--- src/logic/core_pkg.sv ---
//**************************************************************************
// core package
// shared widths, opcode constants and decode types of the rv32i pipeline,
// including the two-view instruction word used by decode
//**************************************************************************
package core_pkg;

    parameter int XLEN = 32;

    typedef logic [XLEN-1:0] xlen_t;
    typedef logic [4:0]      reg_addr_t;

    // one instruction word, read as R type or as I type
    typedef union packed {
        struct packed {
            logic [6:0] funct7;
            reg_addr_t  rs2;
            reg_addr_t  rs1;
            logic [2:0] funct3;
            reg_addr_t  rd;
            logic [6:0] opcode;
        } r;
        struct packed {
            logic [11:0] imm;
            reg_addr_t   rs1;
            logic [2:0]  funct3;
            reg_addr_t   rd;
            logic [6:0]  opcode;
        } i;
    } inst_u;

    typedef enum logic [3:0] {
        ALU_ADD, ALU_SUB, ALU_AND, ALU_OR, ALU_XOR,
        ALU_SLT, ALU_SLL, ALU_SRL, ALU_SRA,
        ALU_PASS_B  // lui
    } alu_op_e;

    typedef enum logic [2:0] {
        BR_NONE, BR_BEQ, BR_BNE, BR_BLT, BR_BGE, BR_JAL, BR_JALR
    } br_kind_e;

    localparam logic [6:0] OPC_OP     = 7'b0110011;
    localparam logic [6:0] OPC_OP_IMM = 7'b0010011;
    localparam logic [6:0] OPC_LUI    = 7'b0110111;
    localparam logic [6:0] OPC_JAL    = 7'b1101111;
    localparam logic [6:0] OPC_JALR   = 7'b1100111;
    localparam logic [6:0] OPC_BRANCH = 7'b1100011;

    localparam xlen_t INST_NOP = 32'h0000_0013;  // addi x0, x0, 0

endpackage
--- src/logic/cpu_top.sv ---
//**************************************************************************
// rv32i core top level
// three stage pipeline of fetch, decode and execute/writeback around the
// register file
//**************************************************************************
`timescale 1ns/1ps

module cpu_top #(
    parameter core_pkg::xlen_t RESET_ADDR = '0
) (
    input  logic                clk,
    input  logic                arst_n_i,
    input  core_pkg::xlen_t     inst_i,
    output core_pkg::xlen_t     inst_addr_o,
    output logic                wb_we_o,
    output core_pkg::reg_addr_t wb_waddr_o,
    output core_pkg::xlen_t     wb_wdata_o
);

    import core_pkg::*;

    // fetch to decode
    logic      if_inst_valid;
    xlen_t     if_inst_pc;

    // decode and register file
    reg_addr_t rf_raddr1;
    reg_addr_t rf_raddr2;
    xlen_t     rf_rdata1;
    xlen_t     rf_rdata2;

    // decode/execute register
    logic      id_valid;
    xlen_t     id_pc;
    reg_addr_t id_rs1;
    reg_addr_t id_rs2;
    xlen_t     id_rs1_data;
    xlen_t     id_rs2_data;
    xlen_t     id_imm;
    logic      id_use_imm;
    alu_op_e   id_alu_op;
    br_kind_e  id_br_kind;
    reg_addr_t id_rd;
    logic      id_rd_we;

    // execute outputs
    logic      ex_jump;
    xlen_t     ex_jump_addr;
    logic      ex_we;
    reg_addr_t ex_waddr;
    xlen_t     ex_wdata;

    ifu #(
        .RESET_ADDR(RESET_ADDR)
    ) u_ifu (
        .clk         (clk),
        .arst_n_i    (arst_n_i),
        .jump_i      (ex_jump),
        .jump_addr_i (ex_jump_addr),
        .inst_addr_o (inst_addr_o),
        .inst_pc_o   (if_inst_pc),
        .inst_valid_o(if_inst_valid)
    );

    idu u_idu (
        .clk          (clk),
        .arst_n_i     (arst_n_i),
        .inst_i       (inst_u'(inst_i)),
        .inst_pc_i    (if_inst_pc),
        .inst_valid_i (if_inst_valid),
        .jump_i       (ex_jump),
        .rs1_rdata_i  (rf_rdata1),
        .rs2_rdata_i  (rf_rdata2),
        .rs1_raddr_o  (rf_raddr1),
        .rs2_raddr_o  (rf_raddr2),
        .id_valid_o   (id_valid),
        .id_pc_o      (id_pc),
        .id_rs1_o     (id_rs1),
        .id_rs2_o     (id_rs2),
        .id_rs1_data_o(id_rs1_data),
        .id_rs2_data_o(id_rs2_data),
        .id_imm_o     (id_imm),
        .id_use_imm_o (id_use_imm),
        .id_alu_op_o  (id_alu_op),
        .id_br_kind_o (id_br_kind),
        .id_rd_o      (id_rd),
        .id_rd_we_o   (id_rd_we)
    );

    exu u_exu (
        .clk          (clk),
        .arst_n_i     (arst_n_i),
        .id_valid_i   (id_valid),
        .id_pc_i      (id_pc),
        .id_rs1_i     (id_rs1),
        .id_rs2_i     (id_rs2),
        .id_rs1_data_i(id_rs1_data),
        .id_rs2_data_i(id_rs2_data),
        .id_imm_i     (id_imm),
        .id_use_imm_i (id_use_imm),
        .id_alu_op_i  (id_alu_op),
        .id_br_kind_i (id_br_kind),
        .id_rd_i      (id_rd),
        .id_rd_we_i   (id_rd_we),
        .jump_o       (ex_jump),
        .jump_addr_o  (ex_jump_addr),
        .wb_we_o      (ex_we),
        .wb_waddr_o   (ex_waddr),
        .wb_wdata_o   (ex_wdata)
    );

    gpr u_gpr (
        .clk     (clk),
        .arst_n_i(arst_n_i),
        .we_i    (ex_we),
        .waddr_i (ex_waddr),
        .wdata_i (ex_wdata),
        .raddr1_i(rf_raddr1),
        .raddr2_i(rf_raddr2),
        .rdata1_o(rf_rdata1),
        .rdata2_o(rf_rdata2)
    );

    assign wb_we_o    = ex_we;
    assign wb_waddr_o = ex_waddr;
    assign wb_wdata_o = ex_wdata;

endmodule

--- src/logic/exu.sv ---
//**************************************************************************
// execute unit
// forwards from the writeback register, runs the alu, resolves branches
// and jumps, and registers the result for writeback
//**************************************************************************
`timescale 1ns/1ps

module exu (
    input  logic                clk,
    input  logic                arst_n_i,
    input  logic                id_valid_i,
    input  core_pkg::xlen_t     id_pc_i,
    input  core_pkg::reg_addr_t id_rs1_i,
    input  core_pkg::reg_addr_t id_rs2_i,
    input  core_pkg::xlen_t     id_rs1_data_i,
    input  core_pkg::xlen_t     id_rs2_data_i,
    input  core_pkg::xlen_t     id_imm_i,
    input  logic                id_use_imm_i,
    input  core_pkg::alu_op_e   id_alu_op_i,
    input  core_pkg::br_kind_e  id_br_kind_i,
    input  core_pkg::reg_addr_t id_rd_i,
    input  logic                id_rd_we_i,
    output logic                jump_o,
    output core_pkg::xlen_t     jump_addr_o,
    output logic                wb_we_o,
    output core_pkg::reg_addr_t wb_waddr_o,
    output core_pkg::xlen_t     wb_wdata_o
);

    import core_pkg::*;

    xlen_t op_a;
    xlen_t rs2_val;
    xlen_t op_b;
    xlen_t alu_res;
    xlen_t link_addr;
    logic  is_link;
    logic  br_eq;
    logic  br_lt;
    logic  taken;

    // previous instruction sits in the writeback register
    assign op_a    = (wb_we_o && (wb_waddr_o == id_rs1_i)) ? wb_wdata_o : id_rs1_data_i;
    assign rs2_val = (wb_we_o && (wb_waddr_o == id_rs2_i)) ? wb_wdata_o : id_rs2_data_i;
    assign op_b    = id_use_imm_i ? id_imm_i : rs2_val;

    always_comb begin
        case (id_alu_op_i)
            ALU_ADD:    alu_res = op_a + op_b;
            ALU_SUB:    alu_res = op_a - op_b;
            ALU_AND:    alu_res = op_a & op_b;
            ALU_OR:     alu_res = op_a | op_b;
            ALU_XOR:    alu_res = op_a ^ op_b;
            ALU_SLT:    alu_res = {{(XLEN-1){1'b0}}, $signed(op_a) < $signed(op_b)};
            ALU_SLL:    alu_res = op_a << op_b[4:0];
            ALU_SRL:    alu_res = op_a >> op_b[4:0];
            ALU_SRA:    alu_res = $signed(op_a) >>> op_b[4:0];
            ALU_PASS_B: alu_res = op_b;
            default:    alu_res = '0;
        endcase
    end

    assign br_eq = (op_a == rs2_val);
    assign br_lt = ($signed(op_a) < $signed(rs2_val));

    always_comb begin
        case (id_br_kind_i)
            BR_BEQ:  taken = br_eq;
            BR_BNE:  taken = ~br_eq;
            BR_BLT:  taken = br_lt;
            BR_BGE:  taken = ~br_lt;
            BR_JAL,
            BR_JALR: taken = 1'b1;
            default: taken = 1'b0;
        endcase
    end

    assign jump_o      = id_valid_i & taken;
    assign jump_addr_o = (id_br_kind_i == BR_JALR) ? ((op_a + id_imm_i) & ~xlen_t'(1))
                                                   : (id_pc_i + id_imm_i);

    assign is_link   = (id_br_kind_i == BR_JAL) || (id_br_kind_i == BR_JALR);
    assign link_addr = id_pc_i + XLEN'(4);

    always_ff @(posedge clk or negedge arst_n_i) begin
        if (!arst_n_i) begin
            wb_we_o <= 1'b0;
        end else begin
            wb_we_o <= id_valid_i & id_rd_we_i;
        end
    end

    always_ff @(posedge clk) begin
        wb_waddr_o <= id_rd_i;
        wb_wdata_o <= is_link ? link_addr : alu_res;  // jal and jalr write pc+4
    end

endmodule

--- src/logic/idu.sv ---
//**************************************************************************
// instruction decode unit
// decodes the returned word, builds the immediate, reads the register file
// and loads the decode/execute register, with a bubble on a flush
//**************************************************************************
`timescale 1ns/1ps

module idu (
    input  logic                clk,
    input  logic                arst_n_i,
    input  core_pkg::inst_u     inst_i,
    input  core_pkg::xlen_t     inst_pc_i,
    input  logic                inst_valid_i,
    input  logic                jump_i,
    input  core_pkg::xlen_t     rs1_rdata_i,
    input  core_pkg::xlen_t     rs2_rdata_i,
    output core_pkg::reg_addr_t rs1_raddr_o,
    output core_pkg::reg_addr_t rs2_raddr_o,
    output logic                id_valid_o,
    output core_pkg::xlen_t     id_pc_o,
    output core_pkg::reg_addr_t id_rs1_o,
    output core_pkg::reg_addr_t id_rs2_o,
    output core_pkg::xlen_t     id_rs1_data_o,
    output core_pkg::xlen_t     id_rs2_data_o,
    output core_pkg::xlen_t     id_imm_o,
    output logic                id_use_imm_o,
    output core_pkg::alu_op_e   id_alu_op_o,
    output core_pkg::br_kind_e  id_br_kind_o,
    output core_pkg::reg_addr_t id_rd_o,
    output logic                id_rd_we_o
);

    import core_pkg::*;

    logic     take;
    inst_u    dec;    // word after bubble insertion
    xlen_t    dec_w;  // same word, raw bits
    xlen_t    imm;
    logic     use_imm;
    alu_op_e  alu_op;
    br_kind_e br_kind;
    logic     rd_we;

    assign take  = inst_valid_i & ~jump_i;
    assign dec   = take ? inst_i : inst_u'(INST_NOP);
    assign dec_w = dec;

    assign rs1_raddr_o = dec.r.rs1;
    assign rs2_raddr_o = dec.r.rs2;

    always_comb begin
        imm     = {{20{dec.i.imm[11]}}, dec.i.imm};  // I form unless overridden
        use_imm = 1'b0;
        alu_op  = ALU_ADD;
        br_kind = BR_NONE;
        rd_we   = 1'b0;
        case (dec.r.opcode)
            OPC_OP: begin
                rd_we = 1'b1;
                case (dec.r.funct3)
                    3'b000:  alu_op = dec.r.funct7[5] ? ALU_SUB : ALU_ADD;
                    3'b001:  alu_op = ALU_SLL;
                    3'b010:  alu_op = ALU_SLT;
                    3'b100:  alu_op = ALU_XOR;
                    3'b101:  alu_op = dec.r.funct7[5] ? ALU_SRA : ALU_SRL;
                    3'b110:  alu_op = ALU_OR;
                    3'b111:  alu_op = ALU_AND;
                    default: rd_we = 1'b0;  // sltu not supported
                endcase
            end
            OPC_OP_IMM: begin
                rd_we   = 1'b1;
                use_imm = 1'b1;
                case (dec.i.funct3)
                    3'b000:  alu_op = ALU_ADD;
                    3'b001:  alu_op = ALU_SLL;
                    3'b010:  alu_op = ALU_SLT;
                    3'b100:  alu_op = ALU_XOR;
                    3'b101:  alu_op = dec.i.imm[10] ? ALU_SRA : ALU_SRL;
                    3'b110:  alu_op = ALU_OR;
                    3'b111:  alu_op = ALU_AND;
                    default: rd_we = 1'b0;
                endcase
            end
            OPC_LUI: begin
                rd_we   = 1'b1;
                use_imm = 1'b1;
                alu_op  = ALU_PASS_B;
                imm     = {dec_w[31:12], 12'b0};
            end
            OPC_JAL: begin
                rd_we   = 1'b1;
                br_kind = BR_JAL;
                imm     = {{12{dec_w[31]}}, dec_w[19:12], dec_w[20], dec_w[30:21], 1'b0};
            end
            OPC_JALR: begin
                rd_we   = 1'b1;
                br_kind = BR_JALR;
            end
            OPC_BRANCH: begin
                imm = {{20{dec_w[31]}}, dec_w[7], dec_w[30:25], dec_w[11:8], 1'b0};
                case (dec.r.funct3)
                    3'b000:  br_kind = BR_BEQ;
                    3'b001:  br_kind = BR_BNE;
                    3'b100:  br_kind = BR_BLT;
                    3'b101:  br_kind = BR_BGE;
                    default: br_kind = BR_NONE;  // unsigned compares dropped
                endcase
            end
            default: ;  // retires with no write
        endcase
        if (dec.r.rd == '0) begin
            rd_we = 1'b0;
        end
    end

    always_ff @(posedge clk or negedge arst_n_i) begin
        if (!arst_n_i) begin
            id_valid_o   <= 1'b0;
            id_rd_we_o   <= 1'b0;
            id_br_kind_o <= BR_NONE;
        end else begin
            id_valid_o   <= take;
            id_rd_we_o   <= rd_we;
            id_br_kind_o <= br_kind;
        end
    end

    always_ff @(posedge clk) begin
        id_pc_o       <= inst_pc_i;
        id_rs1_o      <= dec.r.rs1;
        id_rs2_o      <= dec.r.rs2;
        id_rs1_data_o <= rs1_rdata_i;
        id_rs2_data_o <= rs2_rdata_i;
        id_imm_o      <= imm;
        id_use_imm_o  <= use_imm;
        id_alu_op_o   <= alu_op;
        id_rd_o       <= dec.r.rd;
    end

endmodule

--- src/logic/gpr.sv ---
//**************************************************************************
// general purpose register file
// x1 to x31 with one write and two combinational read ports, x0 reads as
// zero and a read of the register being written returns the new value
//**************************************************************************
`timescale 1ns/1ps

module gpr (
    input  logic                clk,
    input  logic                arst_n_i,
    input  logic                we_i,
    input  core_pkg::reg_addr_t waddr_i,
    input  core_pkg::xlen_t     wdata_i,
    input  core_pkg::reg_addr_t raddr1_i,
    input  core_pkg::reg_addr_t raddr2_i,
    output core_pkg::xlen_t     rdata1_o,
    output core_pkg::xlen_t     rdata2_o
);

    import core_pkg::*;

    xlen_t regs_q [1:31];

    always_ff @(posedge clk or negedge arst_n_i) begin
        if (!arst_n_i) begin
            for (int k = 1; k < 32; k++) begin
                regs_q[k] <= '0;
            end
        end else if (we_i && (waddr_i != '0)) begin
            regs_q[waddr_i] <= wdata_i;
        end
    end

    // write-through covers the instruction two ahead in the pipe
    assign rdata1_o = (raddr1_i == '0) ? '0 :
                      (we_i && (waddr_i == raddr1_i)) ? wdata_i : regs_q[raddr1_i];
    assign rdata2_o = (raddr2_i == '0) ? '0 :
                      (we_i && (waddr_i == raddr2_i)) ? wdata_i : regs_q[raddr2_i];

endmodule

--- src/logic/ifu.sv ---
//**************************************************************************
// instruction fetch unit
// holds the pc, issues one fetch per cycle on the synchronous instruction
// port and drops the word still in flight when a jump redirects the pc
//**************************************************************************
`timescale 1ns/1ps

module ifu #(
    parameter core_pkg::xlen_t RESET_ADDR = '0
) (
    input  logic            clk,
    input  logic            arst_n_i,
    input  logic            jump_i,
    input  core_pkg::xlen_t jump_addr_i,
    output core_pkg::xlen_t inst_addr_o,
    output core_pkg::xlen_t inst_pc_o,
    output logic            inst_valid_o
);

    import core_pkg::*;

    xlen_t pc_q;
    xlen_t inst_pc_q;  // address of the word now returning
    logic  fetch_q;    // a request went out last cycle
    logic  drop_q;

    always_ff @(posedge clk or negedge arst_n_i) begin
        if (!arst_n_i) begin
            pc_q    <= RESET_ADDR;
            fetch_q <= 1'b0;
            drop_q  <= 1'b0;
        end else begin
            if (jump_i) begin
                pc_q <= jump_addr_i;
            end else begin
                pc_q <= pc_q + XLEN'(4);
            end
            fetch_q <= 1'b1;
            drop_q  <= jump_i;  // word fetched this cycle is wrong path
        end
    end

    always_ff @(posedge clk) begin
        inst_pc_q <= pc_q;
    end

    assign inst_addr_o  = pc_q;
    assign inst_pc_o    = inst_pc_q;
    assign inst_valid_o = fetch_q & ~drop_q;

endmodule

--- config.mk ---
export PLATFORM = sky130hd
export DESIGN_NAME = cpu_top
export DESIGN_NICKNAME = d
export VERILOG_FILES = /design/src/logic/core_pkg.sv /design/src/logic/cpu_top.sv /design/src/logic/exu.sv /design/src/logic/idu.sv /design/src/logic/gpr.sv /design/src/logic/ifu.sv
export SDC_FILE = /design/constraint.sdc
export NUM_CORES = 2
export LEC_CHECK = 0
export ABC_AREA = 1
export BUFFER_PORTS_ARGS = -buffer_cell sky130_fd_sc_hd__buf_2
export CAP_MARGIN = 20
export CELL_PAD_IN_SITES_DETAIL_PLACEMENT = 0
export CELL_PAD_IN_SITES_GLOBAL_PLACEMENT = 2
export CORE_AREA = 2 2 530 532
export DETAILED_ROUTE_END_ITERATION = 10
export DIE_AREA = 0 0 532 534
export MAX_ROUTING_LAYER = met4
export PLACE_DENSITY = 0.74
export SYNTH_ARGS = -nofsm -noshare
export SYNTH_HDL_FRONTEND = slang
export SYNTH_SLANG_ARGS = --single-unit
--- constraint.sdc ---
create_clock -name clk -period 7.7 [get_ports clk]
set_input_delay 1.925 -clock clk [delete_from_list [all_inputs] [get_ports clk]]
set_output_delay 1.925 -clock clk [all_outputs]
set_load 0.005 [all_outputs]
==> results.ini <==
[die]
fp.dieW_um = 532
io_pins = 104
core_area_um2 = 278400
fp-row-count = 194
start_util_pct = 29.82
dieHeight_um = 534
dieArea_um2 = 284100

[placed_design]
routabilityCongestion = 1.014
place_area_um2 = 87140
place_hpwl_um = 288300
dpl.cell_count = 15770
place.port_buffers = 103

[status]
status = finished, final reports clean

[worst_setup_path]
end_kind = flip-flop
worstPathMaxFanout = 86
cp_common_cell = nand2_1
critPathKind = reg -> reg
slowest_stage = a21oi_1
cp_data_required_time_ns = 8.50
critPathMaxStageDelay_ns = 1.26
arrival_ns = 8.29
critPathLaunchType = flip-flop

[pwr]
pwr-share-seq_pct = 34.4
pwr-share-clk_pct = 33.9
p_sw_share_pct = 40.73
power.density_nw_per_um2 = 252.3
switching_power_mw = 9.513
intPower_mw = 13.84
peakVddDrop_uv = 163.6
leakage_nw = 44.32
pwr-share-comb_pct = 31.7

[min_path]
hp-class = reg -> reg

[clock_tree]
cts_htree_levels = 4
clk_pin_slew_ns = 0.06
cts_hold_buf = 0
clock-sinks = 1249
post_cts_buffers = 0
tritoncts = built
numCtsBuffers = 164
cts_buffer_depth = 4
cts_root_buf = clkbuf_16
clk_latency_ns = 0.89
ctsResizeCount = 0

[synth]
yosys.area_share.simple_pct = 35.65
synth_top_flop_cell = dfrtp_1
synth_compound_area_share_pct = 13.07
syn-cell-area_um2 = 83010
ys_seq_area_share_pct = 36.34
synthArstFlopShare_pct = 82.63
synth_seq_cells = 1249
synthAdderAreaFrac_pct = 2.990
synth_fp_nets = 12900
synth_xor_xnor_area_share_pct = 0.7069
ys_types = 61
synth_top_family_by_area = simple AND/OR/NAND/NOR gates
synth-edff-count = 0
yosys_warnings = 0
syn_area_per_cell_um2 = 6.554
synth.area.mux_share_pct = 0
syn_inst = 12670

[layout]
stdcell_area_um2 = 92590
area_growth_pct = 11.53
n_fill_cell = 30340
layout.nets = 12450
final_cells = 16090
final_cell_mix = 3,389 x nand2_1, 1,774 x nand3_1, 1,326 x inv_1, 1,225 x o21ai_0, 1,032 x dfrtp_1
layout_commonest_cell = nand2_1
fin_util_pct = 33.26
drive_gt1_share_pct = 6.219

[sta]
tns_ns = 0
relSlewSlack_pct = 16.71
hold_violations = 0
min_period_over_period_pct = 97.24
period_minus_slack_ns = 7.487
fmax_mhz = 133.6
slew_viol_final = 0
worst_pin_slew_ns = 1.249
fin_skew_ns = 0.06050
setup_violations = 0
rsz0062_at_grt = no

[global_route]
grt-ovfl-total = 0
grt_pass1_wl_um = 646500
grt_start_max_net_pins = 181
grt_pass1_vias = 84970
antenna_found_initial = 20
grt.total_usage_pct = 31.91

[flow_run]
drv_cap = 0

[routing]
wl_um = 454600
drc = 0
drt-initial-drc-count = 12410
ant_nets = 0
dr.pass1.iters = 9
vias = 90210
wl_per_cell_um = 28.26
viasPerCell = 5.608

==> sequential cells by signal, indices dropped and copies added (netlist names) <==
name / cells
u_ifu.inst_addr_o: 32
u_idu.id_br_kind_o: 3
u_gpr.regs_q: 992
u_exu.wb_waddr_o: 5
u_idu.id_valid_o: 1
u_ifu.drop_q: 1
u_idu.id_rs2_data_o: 32
u_idu.id_rs1_o: 5
u_idu.id_alu_op_o: 4
u_idu.id_rs2_o: 5
u_ifu.fetch_q: 1
u_exu.wb_wdata_o: 32
u_idu.id_rs1_data_o: 32
u_idu.id_pc_o: 32
u_idu.id_rd_o: 5
u_idu.id_rd_we_o: 1
u_ifu.inst_pc_o: 32
u_idu.id_use_imm_o: 1
u_exu.wb_we_o: 1
u_idu.id_imm_o: 32
==> kinds of logic after synthesis <==
logic type | Yosys count
AND/OR/NAND/NOR | 6754
buffers and inverters | 2362
AO/OA/AOI/OAI | 2037
flip-flops | 1249
adder cells (fa/ha/maj) | 196
XOR/XNOR | 67
other | 1
==> cell usage after synthesis, drive strengths merged (6+ instances only) <==
cell,count,area (um^2)
a21boi,14,112.6
a21o,11,82.58
a21oi,476,2386
a221oi,27,242.7
a31oi,24,150.1
buf,358,1799
clkbuf,645,2421
clkinv,7,27.52
dfrtp,1032,25820
dfxtp,217,4344
ha,192,2402
inv,1352,5075
nand2,3403,12800
nand3,1784,8986
nand3b,7,52.55
nand4,676,4235
nor2,800,3050
nor3,52,260.3
nor4,11,83.83
o211ai,90,675.7
o21a,14,105.1
o21ai,1320,6629
o21bai,13,97.59
o221ai,6,52.55
o22ai,20,125.1
or2,18,112.6
xnor2,20,175.2
xor2,47,411.6
==> layer usage <==
metal	track usage (%)	routed length, um	up-vias
met3	4.652	37160	887
li1	-	-	40780
met4	13.38	21710	0
met1	42.14	194100	43860
met5	-	0	-
met2	48.70	201600	4685
==> worst max-delay path: cells and delay by family, from the launching register on <==
kind | cells | cell delay [ns]
simple gates | 20 | 3.35
buf+inv | 3 | 1.15
flops | 1 | 0.57
compound gates | 4 | 1.72
fa+ha+maj | 1 | 0.41
==> cell type report <==
cell class	instances	area (um^2)	share of cell area (%)
Antenna cell	13	32.53	0.03514
Clock buffer	244	4840	5.227
Clock inverter	57	564.3	0.6095
Inverter	1359	5126	5.536
Multi-Input combinational cell	9055	43890	47.40
Sequential cell	1249	30170	32.59
Tap cell	3724	4659	5.032
Timing Repair Buffer	386	3307	3.572
==> power by group through the flow <==
stage	Sequential, mW	Clock [mW]	Combinational, mW
3_5_place_dp	8.12	0	7.24
4_1_cts	8.00	8.05	7.27
2_1_floorplan	7.87	0	4.20
5_1_grt	8.09	8.29	7.98
6_report	8.03	7.93	7.40
3_3_place_gp	8.11	0	7.25
==> metrics by stage <==
stage / setup WS [ns] / power (mW) / hold slack (ns)
floorplan: 3.353 / 12.07 / 0.3096
global placement: 0.3172 / 15.36 / 0.3108
detailed placement: 0.3407 / 15.35 / 0.3121
CTS: 0.3056 / 23.32 / 0.3200
global route: 0.05468 / 24.36 / 0.3250
finish: 0.2126 / 23.36 / 0.3172
==> path summary, 6_finish.rpt <==
path,from,endpoint,slack [ns],depth (start not counted)
max,u_exu.wb_waddr_o[4],u_idu.id_rs2_data_o[29],0.21,28
min,u_ifu.inst_pc_o[30],u_idu.id_pc_o[30],0.32,0
max reg2reg,u_exu.wb_waddr_o[4],u_idu.id_rs2_data_o[29],0.21,28
min reg2reg,u_ifu.inst_pc_o[30],u_idu.id_pc_o[30],0.32,0
max in group asynchronous,arst_n_i,u_gpr.regs_q[13],5.07,3
min in group asynchronous,arst_n_i,u_gpr.regs_q[885],1.07,1
No activity file was read; power rests on OpenSTA's default activity.
